File: config.mk
export PLATFORM = sky130hd
export DESIGN_NAME = layer_sequencer
export DESIGN_NICKNAME = d
export VERILOG_FILES = /design/src/lenet_pkg.sv /design/src/layer_sequencer.sv
export SDC_FILE = /design/constraint.sdc
export NUM_CORES = 1
export LEC_CHECK = 0
export BUFFER_PORTS_ARGS = -buffer_cell sky130_fd_sc_hd__buf_2
export CAP_MARGIN = 20
export CORE_AREA = 10 10 47 49
export DETAILED_ROUTE_END_ITERATION = 12
export DIE_AREA = 0 0 57 59
export SYNTH_ARGS = -nofsm -noshare
export SYNTH_HDL_FRONTEND = slang
export SYNTH_SLANG_ARGS = --single-unit
File: constraint.sdc
create_clock -name clk -period 1.4 [get_ports clk]
set_clock_uncertainty 0.2 [all_clocks]
set_input_delay 0.07 -clock clk [delete_from_list [all_inputs] [get_ports clk]]
set_output_delay 0.07 -clock clk [all_outputs]
set_load 0.01 [all_outputs]
File: src/lenet_pkg.sv
package lenet_pkg;

    // number format and accumulator
    localparam int data_width  = 16;
    localparam int frac_bits   = 8;
    localparam int acc_width   = 40;

    // layer sizes
    localparam int n_in        = 16;
    localparam int n_hidden    = 8;
    localparam int n_class     = 10;
    localparam int index_width = 4;

    localparam int param_depth = 256;
    localparam int feat_depth  = 64;

    typedef logic [7:0] param_addr_t;
    typedef logic [5:0] feat_addr_t;

    // bias first, then the weights of each neuron
    localparam param_addr_t fc1_param_base = 8'd0;
    localparam param_addr_t fc2_param_base = 8'd136;

    localparam feat_addr_t feat_in_base     = 6'd0;
    localparam feat_addr_t feat_hidden_base = 6'd16;
    localparam feat_addr_t feat_out_base    = 6'd24;

    typedef logic signed [data_width-1:0] act_t;
    typedef logic signed [data_width-1:0] weight_t;
    typedef logic signed [acc_width-1:0]  acc_t;
    typedef logic [index_width-1:0]       class_idx_t;

    typedef enum logic {stage_fc1, stage_fc2} stage_t;

    // apb byte addresses
    localparam logic [11:0] reg_ctrl     = 12'h000;
    localparam logic [11:0] reg_status   = 12'h004;
    localparam logic [11:0] param_window = 12'h400;
    localparam logic [11:0] feat_window  = 12'h800;

endpackage

File: src/layer_sequencer.sv
`timescale 1ns/1ps

module layer_sequencer (
    input  logic              clk,
    input  logic              rst,
    input  logic              start,
    input  logic              layer_issued,
    input  logic              layer_written,
    input  logic              max_valid,
    output logic              busy,
    output logic              done,
    output logic              fc1_done,
    output logic              fc2_done,
    output logic              layer_go,
    output lenet_pkg::stage_t stage
);

    import lenet_pkg::*;

    typedef enum logic [2:0] {s_idle, s_fc1, s_fc2, s_finish, s_done} seq_state_t;

    seq_state_t state;

    always_ff @(posedge clk or posedge rst)
    begin
        if (rst)
        begin
            state    <= s_idle;
            busy     <= 1'b0;
            done     <= 1'b0;
            fc1_done <= 1'b0;
            fc2_done <= 1'b0;
            layer_go <= 1'b0;
            stage    <= stage_fc1;
        end
        else
        begin
            layer_go <= 1'b0;
            case (state)
                s_idle, s_done:
                begin
                    if (start)
                    begin
                        busy     <= 1'b1;
                        done     <= 1'b0;
                        fc1_done <= 1'b0;
                        fc2_done <= 1'b0;
                        layer_go <= 1'b1;
                        stage    <= stage_fc1;
                        state    <= s_fc1;
                    end
                end
                s_fc1:
                begin
                    // hidden layer fully in memory, launch fc2
                    if (layer_written)
                    begin
                        fc1_done <= 1'b1;
                        layer_go <= 1'b1;
                        stage    <= stage_fc2;
                        state    <= s_fc2;
                    end
                end
                s_fc2:
                begin
                    if (layer_written)
                    begin
                        fc2_done <= 1'b1;
                        state    <= s_finish;
                    end
                end
                s_finish:
                begin
                    if (max_valid)
                    begin
                        done  <= 1'b1;
                        busy  <= 1'b0;
                        state <= s_done;
                    end
                end
                default:
                begin
                    state <= s_idle;
                end
            endcase
        end
    end

    // counter must be idle before the next layer starts
    go_after_issue: assert property (@(posedge clk) disable iff (rst)
        layer_go |=> (!layer_go until layer_issued));

endmodule

=== Yosys cells after proc, flatten, opt, wreduce, memory -nomap -nowiden ===
Cells that the tools add are included.

* Flip-flop bits (word level): 8
* Input bits: 6

* Eq/ne operators: 8
* Muxes and demuxes: 17
* Reduce and logical (&&, ||, !) cells: 9

{| class="wikitable"
|+ Operator list
! kind !! number
|-
| $mux 3 || 4
|-
| $pmux 3 s4 || 1
|-
| $pmux 1 s2 || 5
|-
| $reduce_and 3->1 || 3
|-
| $ne 2x2->1 const B || 4
|-
| $mux 1 || 7
|-
| $eq 3x2->1 const B || 2
|-
| $reduce_bool 2->1 || 3
|-
| $reduce_and 4->1 || 1
|-
| $eq 3x1->1 const B || 1
|-
| $eq 3x3->1 const B || 1
|-
| $logic_not 3->1 || 1
|-
| $reduce_or 2->1 || 1
|}

=== Depth between registers and ports, before layout ===
Gate-level depths: netlist (run 1).

* Depth in word-level cells: 4
* Depth in mapped cells: 4
* Gate-level depth less buffers: 3

=== Worst setup path before layout (run 1) ===
Ideal clock, no wire load.

* Path kind: register to register
* From: register state[0]
* To: register state[0]
* Arrival time: 1,031 ps
* Setup slack: 82 ps
* Cell stages (with the launch flop): 4
* Buffers on the path: 0
* Clock period less this slack: 1,318 ps
* Cell sequence: dfrtp_1 > inv_2 > or4_1 > o211ai_1

* Cells in the longest elaborated chain, start to end: 4
* Elaborated cells between the ends (all ways): 12

{| class="wikitable"
|+ Ends and longest elaborated chain
! what !! line !! RTL
|-
| from (decl) || layer_sequencer.sv:22 || <nowiki>seq_state_t state;</nowiki>
|-
| from (signal assigned) || layer_sequencer.sv:28 || <nowiki>state <= s_idle;</nowiki>
|-
| from (signal assigned) || layer_sequencer.sv:69 || <nowiki>state <= s_finish;</nowiki>
|-
| from (signal assigned) || layer_sequencer.sv:78 || <nowiki>state <= s_done;</nowiki>
|-
| $eq 3x3->1 or $logic_not 3->1 (tied branches) || layer_sequencer.sv:39 || <nowiki>case (state)</nowiki>
|-
| $reduce_or 2->1 || layer_sequencer.sv:39 ||
|-
| $ne 2x2->1 (no line) || n/a ||
|-
| $reduce_and 4->1 (no line) || n/a ||
|}

Several ways; a longest one is shown, not always the timed one.
A chain may end at the register's enable or synchronous reset.

=== Worst setup path after layout (run 1) ===
* From: register state[1]
* To: register state[0]

Same word-level chain as after synthesis.

==> results of run 1 <==
## worst max path at each step
stage,start,to,slack [ns],depth (start not counted)
finish,state[1]$_DFFE_PP0P_,state[0]$_DFFE_PP0P_,0.07,2
global placement,state[1]$_DFFE_PP0P_,state[0]$_DFFE_PP0P_,0.08,2
detailed placement,state[1]$_DFFE_PP0P_,state[0]$_DFFE_PP0P_,0.07,2
CTS,state[0]$_DFFE_PP0P_,state[0]$_DFFE_PP0P_,0.06,3
floorplan,state[0]$_DFFE_PP0P_,state[0]$_DFFE_PP0P_,0.08,3
global route,state[0]$_DFFE_PP0P_,state[0]$_DFFE_PP0P_,0.02,3
## repair_timing
action,in CTS,in global routing
hold buffers,4,0
hold endpoints to repair,15,0
resized for setup,0,0
setup endpoints to repair,0,0
## worst max-delay path, cell delays in order (launching register included)
cell      delay [ns]
dfrtp_1         0.43
or4_1           0.53
o211ai_1        0.09
## synthesized netlist by cell type, drive strengths merged
library cell and n:
o21ai 4, o41ai 1, o2111ai 1, a31oi 2, nor2 1, o211ai 1
or3 1, nand2 3, buf 2, or4 1, nand2b 1, dfrtp 8
inv 5, a21oi 5, nand3 2
## power groups by stage
stage                     combinational, mW  clock [mW]  sequential [mW]
after floorplan                       0.231           0            0.418
after global placement                0.406           0            0.408
after detailed placement              0.413           0            0.409
after CTS                             0.423       0.188            0.407
after global routing                  0.466       0.200            0.420
final                                 0.419       0.177            0.406
## registers in the layout, indices dropped and copies added, names as in the netlist
name / cells
busy: 1
done: 1
fc2_done: 1
layer_go: 1
stage: 1
state: 3
## area by class of cell
class                   count  area [um^2]
fillers                   151          900
flip-flops and latches      8          200
multi-input cells          23          128
repair buffers             17          113
clock buffers               3         22.5
well taps                  16         20.0
inverters                   5         18.8
## kinds of logic after synthesis
| kind of cell | synth area share |
|---|---|
| compound gates | 0.230 |
| flops | 0.557 |
| buf+inv | 0.0871 |
| simple gates | 0.125 |
## through the flow
step	util	total power, mW
floorplan	-	0.649
global placement	0.313	0.814
detailed placement	0.313	0.822
CTS	0.358	1.02
global route	0.358	1.09
finish	0.358	1.00
## layer usage
layer / track usage / wire [um] / vias to the layer above / share of wire
met5: 0 / 0 / - / 0
met4: 0.0705 / 38 / 0 / 0.042
met3: 0.0494 / 106 / 5 / 0.12
met2: 0.0682 / 348 / 12 / 0.38
met1: 0.0593 / 423 / 154 / 0.46
li1: - / - / 173 / -
## cells in the final DEF (no fill, tap or decap)
cell,netlist,routed
inv_1,3,3
inv_2,2,2
o2111ai_1,1,1
a21oi_1,5,5
nand3_1,2,2
o41ai_1,1,1
o211ai_1,1,1
dfrtp_1,8,8
nand2b_1,1,1
nand2_1,3,3
buf_2,1,10
nor2_1,1,1
or4_1,1,1
dlygate4sd3_1,0,4
o21ai_0,4,4
or3_1,1,1
clkbuf_4,0,3
a31oi_1,2,2
buf_4,1,3
==> results.md, run 1 <==
- Placed Cells incl. Taps: 65
- Placed inst area: 439 um^2
- Cell Rows: 14
- Setup total negative slack: 0 ns
- PD cells: 2000 nW/um^2
- Gate Count Post-Synth: 38
- Antenna-violating nets left: 0
- Flop pwr share: 0.405
- TritonCTS Buffers: 3
- Comb power frac: 0.418
- Final worst-path cycle share: 0.953
- Vias per cell: 4.78
- Die X-Extent: 57 um
- Synth warnings: 0
- Worst R2R Path Depth: 2
- GR Overflow Total: 0
- Leak: 0.245 nW
- Vias: 344
- Synth Net Count: 44
- 1st-iter DRT viols: 8
- Hold WC Path Type: input port to asynchronous set/reset pin
- Die Area: 3360 um^2
- Layout Cells excl Fill: 72
- Clock sinks: 8
- Vert. Die Dim: 59 um
- Number of global-route vias before repair: 333
- Slew HR: 0.795
- Synth top area share: 0.557
- DRT Wirelength: 915 um
- DR DRC count: 0
- Sequential area share after synthesis: 0.557
- H-tree depth: 1
- Dpl hpwl: 663 um
- Worst R2R End: state[0]$_DFFE_PP0P_
- Int Power: 0.621 mW
- Worst-Skew Late Latency: 0.26 ns
- Worst VDD drop: 0.000850 V
- Crit path DAT: 1.31 ns
- Post-CTS setup buffers: 0
- Synthesized area per cell: 9.45 um^2
- CP required: 1.38 ns
- Synth top area cells: dfrtp_1 (56%), a21oi_1 (7.0%), o21ai_0 (5.6%)
- Core area: 1400 um^2
- Fmax: 749 MHz
- Clk root buf: clkbuf_4
- Clock slew at reported path FFs: 0.05 ns
- Worst setup margin: 0.0653 ns
- Post-Syn Area: 359 um^2
- CP max FO: 6
- Gr usage total: 0.0596
- Sw Ratio: 0.380
- CTS Buffer Depth: 2
- Finished Cell Area: 502 um^2
- DRT Pass-1 Iters: 4
- CTS tree: built
- R2r setup slk: 0.07 ns
- WS Path Type: register to register
- CP endpoint kind: register
- ANT cells: 0
- Starting Density: 0.256
- Hold WS: 0.0913 ns
- RSZ-0062 raised after global routing: no
- Area Growth Syn to Fin: 39.7%
- DR WL/cell: 12.7 um
- Pin count of the biggest net entering global routing: 9
- First-pass GRT wire length: 1440 um
- Maxcap violations: 0
- Port bufs: 10
- Number of synthesized register bits: 8
- Startpoint Class: register
- Post-layout minimum cycle time: 1.33 ns
- Clock power frac: 0.177
- Actual slew at the worst max-slew pin: 0.308 ns
- Num ports: 12
- Initial antenna violation count: 0
- Setup WS pre-CTS: 0.0685 ns
- NetSw: 0.381 mW
- Share of cells above drive strength 1: 0.321
- R2R Path Start: state[1]$_DFFE_PP0P_
- Status: finished clean
- Final setup viols: 0
- Final hold violation count: 0
- Yosys top cell by area: dfrtp_1
- Netlist cell types: 17
- GP Congestion: 0.877
- Nets@finish: 64
- Final slew viol count: 0
Power figures use the tool's default switching activity.
==> run 2: changes to the inputs <==
--- a/config.mk
+++ b/config.mk
@@ -7,9 +7,12 @@
 export LEC_CHECK = 0
 export BUFFER_PORTS_ARGS = -buffer_cell sky130_fd_sc_hd__buf_2
 export CAP_MARGIN = 20
-export CORE_AREA = 10 10 47 49
+export CELL_PAD_IN_SITES_DETAIL_PLACEMENT = 1
+export CELL_PAD_IN_SITES_GLOBAL_PLACEMENT = 2
+export CORE_MARGIN = 10
+export CORE_UTILIZATION = 25
 export DETAILED_ROUTE_END_ITERATION = 12
-export DIE_AREA = 0 0 57 59
+export PLACE_DENSITY_LB_ADDON = 0.1
 export SYNTH_ARGS = -nofsm -noshare
 export SYNTH_HDL_FRONTEND = slang
 export SYNTH_SLANG_ARGS = --single-unit
==> run 2 against run 1 <==
- highest routed layer is now met3
- sequential share of layout area shrank 0.34 points
- core utilization grew 2.4 points
- largest cell class unchanged
- largest power group unchanged
- fmax shrank 1.7%
- critical endpoint unchanged
==> results.md, run 2 (synthesized netlist as in run 1, its figures left out) <==
- Status: finished clean
- Vias: 348
- 1st-iter DRT viols: 13
- Share of cells above drive strength 1: 0.351
- Clock slew at reported path FFs: 0.06 ns
- CP delay by family, top: buffers and inverters
- Hold WS: 0.122 ns
- Dpl hpwl: 816 um
- CP max FO: 6
- Actual slew at the worst max-slew pin: 0.316 ns
- Tot Pwr: 1.03 mW
- Fill cells: 168
- Post-layout minimum cycle time: 1.36 ns
- Maxcap violations: 0
- Post-CTS setup buffers: 0
- Hold WC Path Type: input port to asynchronous set/reset pin
- Final slew viol count: 0
- Cell depth of the worst setup path: 4
- Startpoint Class: input port
- DRT Wirelength: 1040 um
- Largest register FFs: 3
- CTS Buffer Depth: 2
- Number of global-route vias before repair: 372
- Final worst-path cycle share: 0.970
- Final hold violation count: 0
- Most frequent cells in the layout: buf_2 (10), dfrtp_1 (7), a21oi_1 (5)
- Worst-Skew Late Latency: 0.25 ns
- Placed Cells incl. Taps: 65
- Clk root buf: clkbuf_4
- Initial antenna violation count: 0
- Core area: 1330 um^2
- Num ports: 12
- RSZ-0062 raised after global routing: no
- GR Overflow Total: 0
- Vias per cell: 4.83
- Port bufs: 10
- TritonCTS Buffers: 3
- GP Congestion: 0.811
- Vert. Die Dim: 57.9 um
- Worst R2R Path Depth: 2
- Antenna-violating nets left: 0
- Gr usage total: 0.0698
- CP required: 1.36 ns
- Area Growth Syn to Fin: 41.8%
- Die Area: 3350 um^2
- First-pass GRT wire length: 1770 um
- Leak: 0.248 nW
- Slew HR: 0.789
- DR DRC count: 0
- Layout Cells excl Fill: 72
- Critical path buffer and inverter count: 2
- Cell Chain, Critical Path: dlygate4sd3_1, buf_2, or4_1, o211ai_1
- Starting Density: 0.269
- Die X-Extent: 57.9 um
- H-tree depth: 1
- Cell Rows: 13
- Reg area: 201 um^2
- PD cells: 2030 nW/um^2
- Area of the multi-input gates: 128 um^2
- Pin count of the biggest net entering global routing: 9
- Worst Setup SP: layer_written
- Fmax: 736 MHz
- R2R Path Start: state[1]$_DFFE_PP0P_
- ANT cells: 0
- CTS tree: built
- Nets@finish: 65
- Worst VDD drop: 0.000635 V
- Clock sinks: 8
- Final setup viols: 0
- Most common cell after layout, fill and taps aside: buf_2
- DRT Pass-1 Iters: 4
- Reg with most FFs: state
- DR WL/cell: 14.4 um
- Slowest CP cell: dlygate4sd3_1
- Crit path DAT: 1.32 ns
- WS Path Type: input port to register
- Setup total negative slack: 0 ns
- CP endpoint kind: register
- Slowest stage delay, CP: 0.53 ns
run 2: cell count changes in the layout (fill, tap and decap cells not counted):
cell     before  now
buf_4         3    4
dfrtp_1       8    7
dfrtp_2       0    1
run 2: through the flow:
| step | utilization | worst slack [ns] | instance area, um^2 |
|---|---|---|---|
| floorplan | - | 0.0820 | 359 |
| global placement | 0.334 | 0.0852 | 445 |
| detailed placement | 0.334 | 0.0474 | 445 |
| CTS | 0.381 | 0.0340 | 508 |
| global route | 0.382 | 0.0245 | 509 |
| finish | 0.382 | 0.0417 | 509 |
run 2: what timing repair did:
item	CTS	global route
setup endpoints to repair	0	1
resized for setup	0	1
hold buffers	4	0
endpoints found under the hold margin	14	0
run 2: worst reg2reg max path: stages, from the launching register on:
cell and delay [ns]:
dfrtp_1 0.42, or4_1 0.53, o211ai_1 0.10
run 2: final cells by class:
| type | count | share of cell area |
|---|---|---|
| flip-flops and latches | 8 | 0.396 |
| well taps | 15 | 0.0369 |
| clock buffers | 3 | 0.0442 |
| multi-input cells | 23 | 0.251 |
| repair buffers | 18 | 0.236 |
| inverters | 5 | 0.0369 |
run 2: where the power goes:
| group | total [mW] | switching, mW | internal (mW) |
|---|---|---|---|
| clock | 0.178 | 0.0800 | 0.0982 |
| combinational | 0.451 | 0.244 | 0.207 |
| sequential | 0.405 | 0.0766 | 0.328 |
run 2: worst paths after layout:
check | endpoint | slack [ns]
max in group asynchronous | state[0]$_DFFE_PP0P_ | 0.62
setup / recovery | state[0]$_DFFE_PP0P_ | 0.04
min in group clk | state[1]$_DFFE_PP0P_ | 0.29
hold reg to reg | state[1]$_DFFE_PP0P_ | 0.29
hold / removal | busy$_DFFE_PP0P_ | 0.12
setup reg to reg | state[0]$_DFFE_PP0P_ | 0.06
run 2: metal layers:
layer  up-vias  GRT usage  part of all wire
met1       165     0.0830              0.46
met3         0     0.0327             0.054
li1        176          -                 -
met2         7     0.0951              0.49
met5         -          0                 0
met4         0     0.0503                 0
