### config.mk
export PLATFORM = sky130hd
export DESIGN_NAME = mac_counter
export DESIGN_NICKNAME = d
export VERILOG_FILES = /design/src/lenet_pkg.sv /design/src/mac_counter.sv
export SDC_FILE = /design/constraint.sdc
export NUM_CORES = 1
export LEC_CHECK = 0
export BUFFER_PORTS_ARGS = -buffer_cell sky130_fd_sc_hd__buf_2
export CAP_MARGIN = 20
export CORE_AREA = 2 2 53 55
export DETAILED_ROUTE_END_ITERATION = 8
export DIE_AREA = 0 0 55 57
export PLACE_DENSITY = 0.77
export SLEW_MARGIN = 5
export SYNTH_ARGS = -nofsm -noshare
export SYNTH_HDL_FRONTEND = slang
export SYNTH_SLANG_ARGS = --single-unit
### constraint.sdc
create_clock -name clk -period 3.1 [get_ports clk]
set_input_delay 0 -clock clk [delete_from_list [all_inputs] [get_ports clk]]
set_output_delay 0 -clock clk [all_outputs]
set_load 0.02 [all_outputs]
### src/lenet_pkg.sv
package lenet_pkg;

    // number format and accumulator
    localparam int data_width  = 16;
    localparam int frac_bits   = 8;
    localparam int acc_width   = 40;

    // layer sizes
    localparam int n_in        = 16;
    localparam int n_hidden    = 8;
    localparam int n_class     = 10;
    localparam int index_width = 4;

    localparam int param_depth = 256;
    localparam int feat_depth  = 64;

    typedef logic [7:0] param_addr_t;
    typedef logic [5:0] feat_addr_t;

    // bias first, then the weights of each neuron
    localparam param_addr_t fc1_param_base = 8'd0;
    localparam param_addr_t fc2_param_base = 8'd136;

    localparam feat_addr_t feat_in_base     = 6'd0;
    localparam feat_addr_t feat_hidden_base = 6'd16;
    localparam feat_addr_t feat_out_base    = 6'd24;

    typedef logic signed [data_width-1:0] act_t;
    typedef logic signed [data_width-1:0] weight_t;
    typedef logic signed [acc_width-1:0]  acc_t;
    typedef logic [index_width-1:0]       class_idx_t;

    typedef enum logic {stage_fc1, stage_fc2} stage_t;

    // apb byte addresses
    localparam logic [11:0] reg_ctrl     = 12'h000;
    localparam logic [11:0] reg_status   = 12'h004;
    localparam logic [11:0] param_window = 12'h400;
    localparam logic [11:0] feat_window  = 12'h800;

endpackage

### src/mac_counter.sv
`timescale 1ns/1ps

module mac_counter (
    input  logic                   clk,
    input  logic                   rst,
    input  logic                   layer_go,
    input  lenet_pkg::stage_t      stage,
    output lenet_pkg::param_addr_t param_raddr,
    output lenet_pkg::feat_addr_t  feat_raddr,
    output logic                   tap_valid,
    output logic                   tap_first,
    output logic                   tap_last,
    output lenet_pkg::class_idx_t  neuron_idx,
    output logic                   layer_issued
);

    import lenet_pkg::*;

    logic        active;
    logic [4:0]  tap_cnt;
    class_idx_t  neuron_cnt;
    logic [4:0]  fan_in;
    class_idx_t  last_neuron;
    param_addr_t stride;
    param_addr_t param_base;
    feat_addr_t  src_base;

    always_comb
    begin
        if (stage == stage_fc1)
        begin
            fan_in      = 5'(n_in);
            last_neuron = class_idx_t'(n_hidden - 1);
            stride      = param_addr_t'(n_in + 1);
            param_base  = fc1_param_base;
            src_base    = feat_in_base;
        end
        else
        begin
            fan_in      = 5'(n_hidden);
            last_neuron = class_idx_t'(n_class - 1);
            stride      = param_addr_t'(n_hidden + 1);
            param_base  = fc2_param_base;
            src_base    = feat_hidden_base;
        end
    end

    always_ff @(posedge clk or posedge rst)
    begin
        if (rst)
        begin
            active     <= 1'b0;
            tap_cnt    <= '0;
            neuron_cnt <= '0;
        end
        else if (layer_go)
        begin
            active     <= 1'b1;
            tap_cnt    <= '0;
            neuron_cnt <= '0;
        end
        else if (active)
        begin
            if (tap_cnt == fan_in)
            begin
                tap_cnt <= '0;
                if (neuron_cnt == last_neuron)
                    active <= 1'b0;
                else
                    neuron_cnt <= neuron_cnt + 1'b1;
            end
            else
            begin
                tap_cnt <= tap_cnt + 1'b1;
            end
        end
    end

    // tap 0 is the bias word, taps 1..fan_in pair weight and activation
    assign param_raddr  = param_base + neuron_cnt * stride + tap_cnt;
    assign feat_raddr   = (tap_cnt == '0) ? src_base : src_base + tap_cnt - 1'b1;
    assign tap_valid    = active;
    assign tap_first    = active && (tap_cnt == '0);
    assign tap_last     = active && (tap_cnt == fan_in);
    assign neuron_idx   = neuron_cnt;
    assign layer_issued = tap_last && (neuron_cnt == last_neuron);

    tap_in_range: assert property (@(posedge clk) disable iff (rst)
        tap_valid |-> (tap_cnt <= fan_in));

endmodule

# --- Yosys cells after proc, flatten, opt, wreduce, memory -nomap -nowiden ---
# Index checks and enable logic that the tools add are counted.
classes:
  muxes: 17
  n_reduce_logical: 7
  add_sub_neg: 6
  eq_ne: 3
  mul: 1
op_table:
  columns: ["operator", "n"]
  rows:
  - ["$mux W5", 6]
  - ["$mux W4", 5]
  - ["$add A8 B5 Y8", 1]
  - ["$add A8 B8 Y8", 1]
  - ["$mul A4 B8 Y8", 1]
  - ["$mux W8", 1]
  - ["$add A6 B5 Y6", 1]
  - ["$mux W6", 1]
  - ["$sub A6 B1 Y6 const B", 1]
  - ["$add A5 B1 Y5 const B", 1]
  - ["$eq A5 B5 Y1", 1]
  - ["$logic_not A5 Y1", 1]
  - ["$add A4 B1 Y4 const B", 1]
  - ["$eq A4 B4 Y1", 1]
  - ["$mux W1", 4]
  - ["$reduce_bool A2 Y1", 2]
  - ["$logic_and A1 B1 Y1", 3]
  - ["$reduce_and A3 Y1", 1]
  - ["$ne A2 B2 Y1 const B", 1]
totals:
  input_bits: 4
  wordCells: 37
  reg_bits: 10
  out_inout_bits: 22

# --- Logic depth before layout (Yosys ltp) ---
# Gate-level depths: netlist of the first run.
logic_depth:
  ltp_word: 6
  mapped_depth: 12
  ltp_nobuf: 11

# --- Worst setup path after synthesis of the first run ---
# Ideal clock, no wire load.
synth_timing:
  path_type: "reg-to-output"
  startpoint: "register neuron_cnt[0] (netlist: neuron_idx[0])"
  endpoint: "output param_raddr[7]"
  arrival_time_ns: 2.748
  required_ns: 3.100
  setup_slack_ns: 0.352
  path_stages_with_launch: 10
  cell_sequence: "dfrtp_1 nor2b_1 ha_1 ha_1 fa_1 ha_1 o21ai_0 o21bai_1 a21oi_1 xnor2_1"
synth_via:
  elab_chain_len: 3
synth_rtl:
  columns: ["element", "line", "source"]
  rows:
  - ["start: declaration", "mac_counter.sv:21", "class_idx_t neuron_cnt;"]
  - ["start signal: assignment", "mac_counter.sv:70", "neuron_cnt <= neuron_cnt + 1'b1;"]
  - ["$mul A4 B8 Y8", "mac_counter.sv:80", "assign param_raddr = param_base + neuron_cnt * stride + tap_cnt;"]
  - ["$add A8 B8 Y8", "mac_counter.sv:80", null]
  - ["$add A8 B5 Y8", "mac_counter.sv:80", null]
  - ["end: declaration", "mac_counter.sv:8", "output lenet_pkg::param_addr_t param_raddr,"]
# No other way between the ends.

# --- Final worst setup path of the first run ---
# Ends and elaborated chain as after synthesis.

==> results.cfg, run 1 <==
[outcome]
outcome = finished clean

[logic_synthesis]
synthDistinctLibCells = 30
synth_area_per_cell_sq_um = 9.34
yosysWarnings = 0
async_reset_ff_share_pct = 100
post_synth_instance_area_sq_um = 1350
post-synth-top-count-cell = ha_1
synth_enable_flop_cells = 0
synth_area_leaders = ha_1 32%, dfrtp_1 19%, fa_1 6.0%
yosysTopAreaCellShare_pct = 31.6
yosysTopAreaCell = ha_1
synth-seq-cells = 10
ys_seq_area_share_pct = 18.6
synth_common_cells = 34 x ha_1, 17 x inv_1, 10 x a21oi_1, 10 x dfrtp_1
synth-main-ff-cell = dfrtp_1
synth.net_count = 186
syn_inst = 144

[global_route]
overflow = 0
track_usage_pct = 19.5
grt_pass1_vias = 1017
grt_max_degree = 15
grt_first_pass_wirelength_um = 4510
grt_antenna_before_repair = 0

[power_and_ir_drop]
clockPowerShare_pct = 19.3
comb_power_share_pct = 47.4
ir_drop_mv = 0.251
powerDensity_nw_per_um2 = 289
p_seq_share_pct = 33.3
switching_share_pct = 41.2
total_leakage_power_uw = 0.000890
p_sw_uw = 185
p_int_uw = 263
power.total_uw = 448

[critical_path]
start_kind = register
endpoint_kind = output pin
critPathKind = register to output pin
crit_fanout = 8
crit_required_ps = 3100
cp.arrival_ps = 2970

[drt]
first_iter_violations = 5
drcViolationCount = 0
first_pass_iters = 4
viasPerCell = 5.28
vias = 1066
wl_um = 2790
detail-route-antenna-nets = 0
wl_per_cell_um = 13.8

[timing]
fin_skew_ps = 5.12
tns_ps = 0
hold_violations = 0
slew_headroom_pct = 73.6
grt_setup_unrepaired = false
maxSlewViolCount = 0
min_period_over_period_pct = 95.8
max_freq_ghz = 0.337
fin_crit_ps = 2970
setup_viol = 0
tightest_slew_ps = 394

[placement]
port_buffers = 25
gp_congestion = 0.798
post-dp-hpwl_um = 2290
dp.cells = 196
dpl_cell_area_sq_um = 1490

[layout]
multiInputGateArea_sq_um = 1020
fin_util_pct = 59.3
fin_nets = 215
drive_gt1_share_pct = 21.1
seq_area_sq_um = 251
fin_area_sq_um = 1550
areaGrowthSynthToFinish_pct = 15.3
n_antenna_cell = 0
n_fill_cell = 243
final_cells = 202

[floorplanning]
ios = 26
die_height_um = 57
coreArea_sq_um = 2620
die_x_um = 55
rows = 19
dieArea_sq_um = 3140
initial_core_util_pct = 51.4

[clock_tree]
cts_buffers = 3
clkSinkCount = 10
clk_path_buf_depth = 2
clk_pin_slew_ps = 60
cts_tree = done
insertion_delay_ps = 260
cts_root_buf = clkbuf_4
h-tree-depth = 1

[hold_path]
hold_path.class = input port to register

[flow_run]
cap_violations = 0
==> metal layers <==
metal / wire length (um) / global-route usage, % / vias up
li1: - / - / 543
met1: 1220 / 24.7 / 497
met2: 1460 / 34.0 / 21
met3: 66 / 0.785 / 5
met4: 43 / 7.32 / 0
met5: 0 / 0 / -
==> worst paths after layout <==
check / start / end / slack (ps) / depth (start not counted)
min reg2reg: tap_cnt[4]$_DFFE_PP0P_ / tap_cnt[4]$_DFFE_PP0P_ / 590 / 1
min: layer_go / tap_cnt[0]$_DFFE_PP0P_ / 20 / 2
max in group asynchronous: rst / neuron_idx[0]$_DFFE_PP0P_ / 2550 / 3
min in group asynchronous: rst / tap_cnt[3]$_DFFE_PP0P_ / 250 / 3
max: neuron_idx[0]$_DFFE_PP0P_ / param_raddr[7] / 130 / 10
max reg2reg: neuron_idx[1]$_DFFE_PP0P_ / neuron_idx[1]$_DFFE_PP0P_ / 1240 / 5
==> power groups by stage <==
| stage | sequential, uW | clock (uW) | combinational (uW) |
|---|---|---|---|
| 2_1_floorplan | 149 | 0 | 152 |
| 3_3_place_gp | 151 | 0 | 199 |
| 3_5_place_dp | 152 | 0 | 205 |
| 4_1_cts | 150 | 88.7 | 207 |
| 5_1_grt | 151 | 91.8 | 237 |
| 6_report | 149 | 86.5 | 212 |
==> worst max-delay path: stages (launching register included) <==
cell      delay (ps)
dfrtp_2          440
nor2b_1          140
ha_1             290
ha_1             310
fa_1             540
ha_4             230
o21ai_0          170
o21bai_1          90
a21oi_1          200
xnor2_1          140
buf_4            160
==> area by class of cell <==
cell class	count	area share (%)
timing repair buffer	28	9.85
tap	31	2.50
clock buffer	3	1.45
inverter	17	4.12
multi-input combinational	113	65.9
sequential	10	16.2
==> flip-flops by register name, indices dropped and copies added, names as in the netlist <==
signal and cells:
neuron_idx 4, tap_cnt 5, tap_valid 1
==> logic make-up (layout without fill, tap and decap cells) <==
group	count (synthesis)	after routing	share of synthesized area, %
adder cells (fa/ha/maj)	38	38	37.6
buffers and inverters	21	48	6.42
AO/OA/AOI/OAI	29	29	13.8
multiplexers	2	2	1.49
XOR/XNOR	11	11	7.72
flip-flops	10	10	18.6
AND/OR/NAND/NOR	33	33	14.4
==> metrics by stage <==
stage	setup WS [ps]	hold slack, ps
CTS	12.8	11.0
floorplan	352	-160
global route	27.2	36.7
detailed placement	287	-7.15
finish	132	21.2
global placement	364	-16.1
==> cell usage in the layout, fill, tap and decap left out, types with 4 or more instances in the layout <==
master,Yosys,routed
ha_1,34,33
buf_2,0,24
inv_1,17,17
a21oi_1,10,10
dfrtp_1,10,9
nor2_1,8,8
xnor2_1,8,8
a21o_1,6,6
nand2_1,6,6
o21ai_0,5,5
and3_1,5,5
and2_1,4,4
fa_1,4,4
==> what timing repair did <==
action,CTS,global route
endpoints found under the setup margin,1,2
endpoints found under the hold margin,10,0
gates resized for setup,1,2
pin swaps,0,1
setup buffers,0,2
hold buffers,1,0
Power figures use the tool's default switching activity.
==> run 2: changes to the inputs <==
Settings changed: PLACE_DENSITY 0.77 to 0.86.
==> run 2 against run 1 <==
  * Hold slack improved by 0.67 ps
  * Die area unchanged
  * Sequential cell count unchanged
  * Sequential share of layout area about the same
  * Power increased by 5.6%
  * First-iteration DRC count increased by 140%
  * Sequential power about the same
  * Utilization increased by 0.14 points
  * Setup slack got worse by 22 ps
  * Clock skew decreased by 0.84 ps
  * Clock power increased by 28%
  * Via count increased by 4.3%
==> results.cfg, run 2 (synthesized netlist as in run 1, its figures left out) <==
[clock_tree]
cts_tree = done
clkSinkCount = 10
cts_buffers = 3
h-tree-depth = 1
insertion_delay_ps = 260
clk_pin_slew_ps = 60
clk_path_buf_depth = 2
cts_root_buf = clkbuf_4

[critical_path]
r2r_end = tap_cnt[4]$_DFFE_PP0P_
cp.arrival_ps = 2990
crit_fanout = 6
reg2reg_depth = 6
start_kind = register
crit_required_ps = 3100
r2r_start = tap_cnt[1]$_DFFE_PP0P_
critPathKind = register to output pin
ff2ff_setup_slack_ps = 1160
endpoint_kind = output pin

[drt]
wl_per_cell_um = 13.7
drcViolationCount = 0
first_pass_iters = 4
wl_um = 2760
detail-route-antenna-nets = 0
vias = 1112
viasPerCell = 5.50
first_iter_violations = 12

[global_route]
grt_pass1_vias = 1074
grt_first_pass_wirelength_um = 4400
track_usage_pct = 18.8
overflow = 0
grt_max_degree = 15
grt_antenna_before_repair = 0

[timing]
setup_viol = 0
max_freq_ghz = 0.334
tns_ps = 0
slew_headroom_pct = 73.0
min_period_over_period_pct = 96.4
tightest_slew_ps = 403
fin_ws_ps = 110
maxSlewViolCount = 0
fin_crit_ps = 2990
whs_ps = 21.9
hold_violations = 0
fin_skew_ps = 4.28
grt_setup_unrepaired = false

[power_and_ir_drop]
powerDensity_nw_per_um2 = 304
total_leakage_power_uw = 0.000891
power.total_uw = 473
ir_drop_mv = 0.263

[floorplanning]
die_height_um = 57
coreArea_sq_um = 2620
initial_core_util_pct = 51.4
ios = 26
rows = 19
dieArea_sq_um = 3140
die_x_um = 55

[layout]
areaGrowthSynthToFinish_pct = 15.5
largest_reg_flops = 5
drive_gt1_share_pct = 21.1
fin_nets = 214
fin_util_pct = 59.4
layout_common_cells = 33 x ha_1, 25 x buf_2, 17 x inv_1, 10 x a21oi_1, 9 x dfrtp_1
n_antenna_cell = 0
layout_commonest_cell = ha_1
regMostFlops = tap_cnt

[placement]
post-dp-hpwl_um = 2250
gp_congestion = 0.855
port_buffers = 25
place_ws_ps = 203

[flow_run]
cap_violations = 0

[hold_path]
hold_path.class = input port to register
hold_start = layer_go
min_to = tap_cnt[2]$_DFFE_PP0P_
holdPathStages = 2

[outcome]
outcome = finished clean
==> run 2: cell count changes in the layout (fill, tap and decap cells not counted) <==
cell	previous run	this run
o21ai_1	0	1
clkbuf_8	0	1
o21ai_0	5	4
buf_4	3	1
buf_2	24	25
==> run 2: cell type report <==
cell class,instances,area (sq um)
fill,236,1060
multi-input combinational,113,1020
sequential,10,251
timing repair buffer,27,143
inverter,17,63.8
tap,31,38.8
clock buffer,4,36.3
==> run 2: power breakdown <==
part	total [uW]	internal [uW]	switching [uW]
logic	213	80.9	132
clock network	111	71.1	40.0
registers	149	136	12.4
total	473	288	185
==> run 2: how the worst max path moves through the flow <==
stage	start	to	slack, ps	cells after the start
global placement	neuron_idx[0]$_DFFE_PP0P_	param_raddr[7]	370	10
detailed placement	neuron_idx[0]$_DFFE_PP0P_	param_raddr[7]	200	10
global route	neuron_idx[0]$_DFFE_PP0P_	param_raddr[7]	5	10
finish	neuron_idx[0]$_DFFE_PP0P_	param_raddr[7]	110	10
CTS	neuron_idx[0]$_DFFE_PP0P_	param_raddr[7]	9	10
floorplan	neuron_idx[0]$_DFFE_PP0P_	param_raddr[7]	350	9
==> run 2: layer usage <==
metal  track usage (%)  vias to the layer above  routed length [um]
met5                 0                        -                   0
met4              7.32                        0                  54
met3              1.05                        6                  98
met2              32.3                       31                1440
met1              24.1                      529                1170
li1                  -                      546                   -
==> run 2: per-stage QoR <==
stage / area, sq um / cells
after floorplan: 1350 / 144
after global placement: 1490 / 196
after detailed placement: 1490 / 196
after CTS: 1550 / 201
after global routing: 1550 / 202
final: 1550 / 202
==> run 2: critical path, stage by stage, from the launching register on <==
cell and delay [ps]:
dfrtp_2 430, nor2b_1 140, ha_1 280, ha_1 320
fa_1 590, ha_4 230, o21ai_1 150, o21bai_1 100
a21oi_1 170, xnor2_1 130, buf_2 180
==> run 2: repair_timing <==
| item | CTS | global route |
|---|---|---|
| gates resized for setup | 2 | 1 |
| setup buffers | 0 | 1 |
| endpoints found under the hold margin | 10 | 0 |
| setup endpoints to repair | 1 | 1 |
| pin swaps | 1 | 0 |
| hold buffers | 1 | 0 |
==> run 3: changes to the inputs <==
Settings changed: CTS_CLUSTER_DIAMETER from default to 150, RECOVER_POWER from default to 100.
==> run 3 against run 2 <==
  * Die area unchanged
  * Sequential cell count is the same
  * Register-to-register slack worse by 390 ps
  * Non-clock buffer count is the same
  * Maximum frequency about the same
  * First-iteration DRC count grew 33%
  * Global-route usage stayed put
  * Via count rose by 0.36%
  * Sequential share of layout area rose by 0.46 points
  * Clock skew about the same
  * Sequential power is essentially flat
  * Utilization fell by 1.6 points
  * Largest power group unchanged
  * Highest routed layer unchanged
==> results.cfg, run 3 (synthesized netlist as in run 1, its figures left out) <==
[outcome]
outcome = finished clean

[global_route]
grt_pass1_vias = 1074
track_usage_pct = 18.8
grt_antenna_before_repair = 0
grt_max_degree = 15
grt_first_pass_wirelength_um = 4400
overflow = 0

[drt]
wl_per_cell_um = 13.6
detail-route-antenna-nets = 0
viasPerCell = 5.52
vias = 1116
first_iter_violations = 16
wl_um = 2750
drcViolationCount = 0
first_pass_iters = 4

[floorplanning]
rows = 19
initial_core_util_pct = 51.4
dieArea_sq_um = 3140
die_height_um = 57
die_x_um = 55
ios = 26
coreArea_sq_um = 2620

[placement]
gp_congestion = 0.855
port_buffers = 25
post-dp-hpwl_um = 2250
dp.cells = 196

[timing]
tightest_slew_ps = 996
min_period_over_period_pct = 96.4
tns_ps = 0
hold_violations = 0
maxSlewViolCount = 0
setup_viol = 0
fin_crit_ps = 2990
fin_skew_ps = 3.96
slew_headroom_pct = 32.6
grt_setup_unrepaired = false
max_freq_ghz = 0.335

[power_and_ir_drop]
comb_power_share_pct = 43.6
switching_share_pct = 39.7
ir_drop_mv = 0.263
total_leakage_power_uw = 0.000810
clockPowerShare_pct = 24.1
powerDensity_nw_per_um2 = 305
p_seq_share_pct = 32.3
p_sw_uw = 183
p_int_uw = 278

[clock_tree]
h-tree-depth = 1
cts_buffers = 3
clk_pin_slew_ps = 60
clk_path_buf_depth = 2
cts_tree = done
cts_root_buf = clkbuf_4
clkSinkCount = 10
insertion_delay_ps = 260

[layout]
fin_util_pct = 57.8
layout_commonest_cell = ha_1
drive_gt1_share_pct = 7.60
final_cells = 202
multiInputGateArea_sq_um = 1000
fin_nets = 214
largest_reg_flops = 5
layout_common_cells = 33 x ha_1, 20 x clkbuf_1, 17 x inv_1, 10 x a21oi_1
n_fill_cell = 251
areaGrowthSynthToFinish_pct = 12.4
regMostFlops = tap_cnt
seq_area_sq_um = 251
n_antenna_cell = 0

[hold_path]
hold_start = layer_go
hold_path.class = input port to register

[flow_run]
cap_violations = 0

[critical_path]
critPathMaxStageDelay_ps = 590
r2r_start = neuron_idx[1]$_DFFE_PP0P_
critPathKind = register to output pin
start_kind = register
worst_path_most_repeated_cell = ha_1
crit_buf_inv = 1
critPathTopFamily = adder cells
crit_start = neuron_idx[0]$_DFFE_PP0P_
cp.arrival_ps = 2990
path_cells = nor2b_1 -> ha_1 -> ha_1 -> fa_1 -> ha_4 -> o21ai_1 -> o21bai_1 -> a21oi_1 -> xnor2_1 -> buf_2
crit_fanout = 6
critPathSlowestCell = fa_1
crit_required_ps = 3100
endpoint_kind = output pin
==> run 3: changes by cell type in the layout (fill, tap and decap cells not counted), sizes merged <==
cell    delta
clkbuf    +21
buf       -21
==> run 3: what timing repair did <==
item	CTS	global route
hold endpoints to repair	10	0
setup endpoints to repair	1	1
buffers inserted	0	1
gates resized for setup	2	1
pin swaps	1	0
hold buffers	1	0
==> run 3: cell type report <==
cell class                      instances  share of cell area (%)
Clock buffer                            4                    2.40
Inverter                               17                    4.22
Multi-Input combinational cell        113                    66.4
Sequential cell                        10                    16.6
Tap cell                               31                    2.57
Timing Repair Buffer                   27                    7.78
==> run 3: power groups by stage <==
stage                     Clock [uW]  Sequential (uW)  Combinational, uW
after floorplan                    0              149                152
after detailed placement           0              152                205
final                            111              149                201
after global routing             123              150                222
after CTS                        115              150                210
after global placement             0              151                198
==> run 3: metal layers <==
layer  GRT usage [%]  part of all wire, %
met1            24.1                   43
met2            32.3                   52
met3            1.05                  3.3
met4            7.32                  1.6
met5               0                    0
==> run 3: metrics by stage <==
step | instance area, sq um | worst slack [ps] | hold slack (ps) | power [uW]
2_1_floorplan | 1350 | 352 | -160 | 302
3_3_place_gp | 1490 | 368 | -21.0 | 350
3_5_place_dp | 1490 | 203 | -17.7 | 357
4_1_cts | 1550 | 9.13 | 15.3 | 475
5_1_grt | 1510 | 4.55 | 19.3 | 495
6_report | 1510 | 112 | 24.0 | 461
==> run 3: worst paths after layout <==
path	to	slack (ps)	cells past startpoint
setup / recovery	param_raddr[7]	110	10
hold / removal	tap_cnt[2]$_DFFE_PP0P_	20	2
setup reg to reg	neuron_idx[1]$_DFFE_PP0P_	770	5
hold reg to reg	neuron_idx[0]$_DFFE_PP0P_	510	1
max in group asynchronous	neuron_idx[0]$_DFFE_PP0P_	2570	3
min in group asynchronous	tap_cnt[0]$_DFFE_PP0P_	250	3
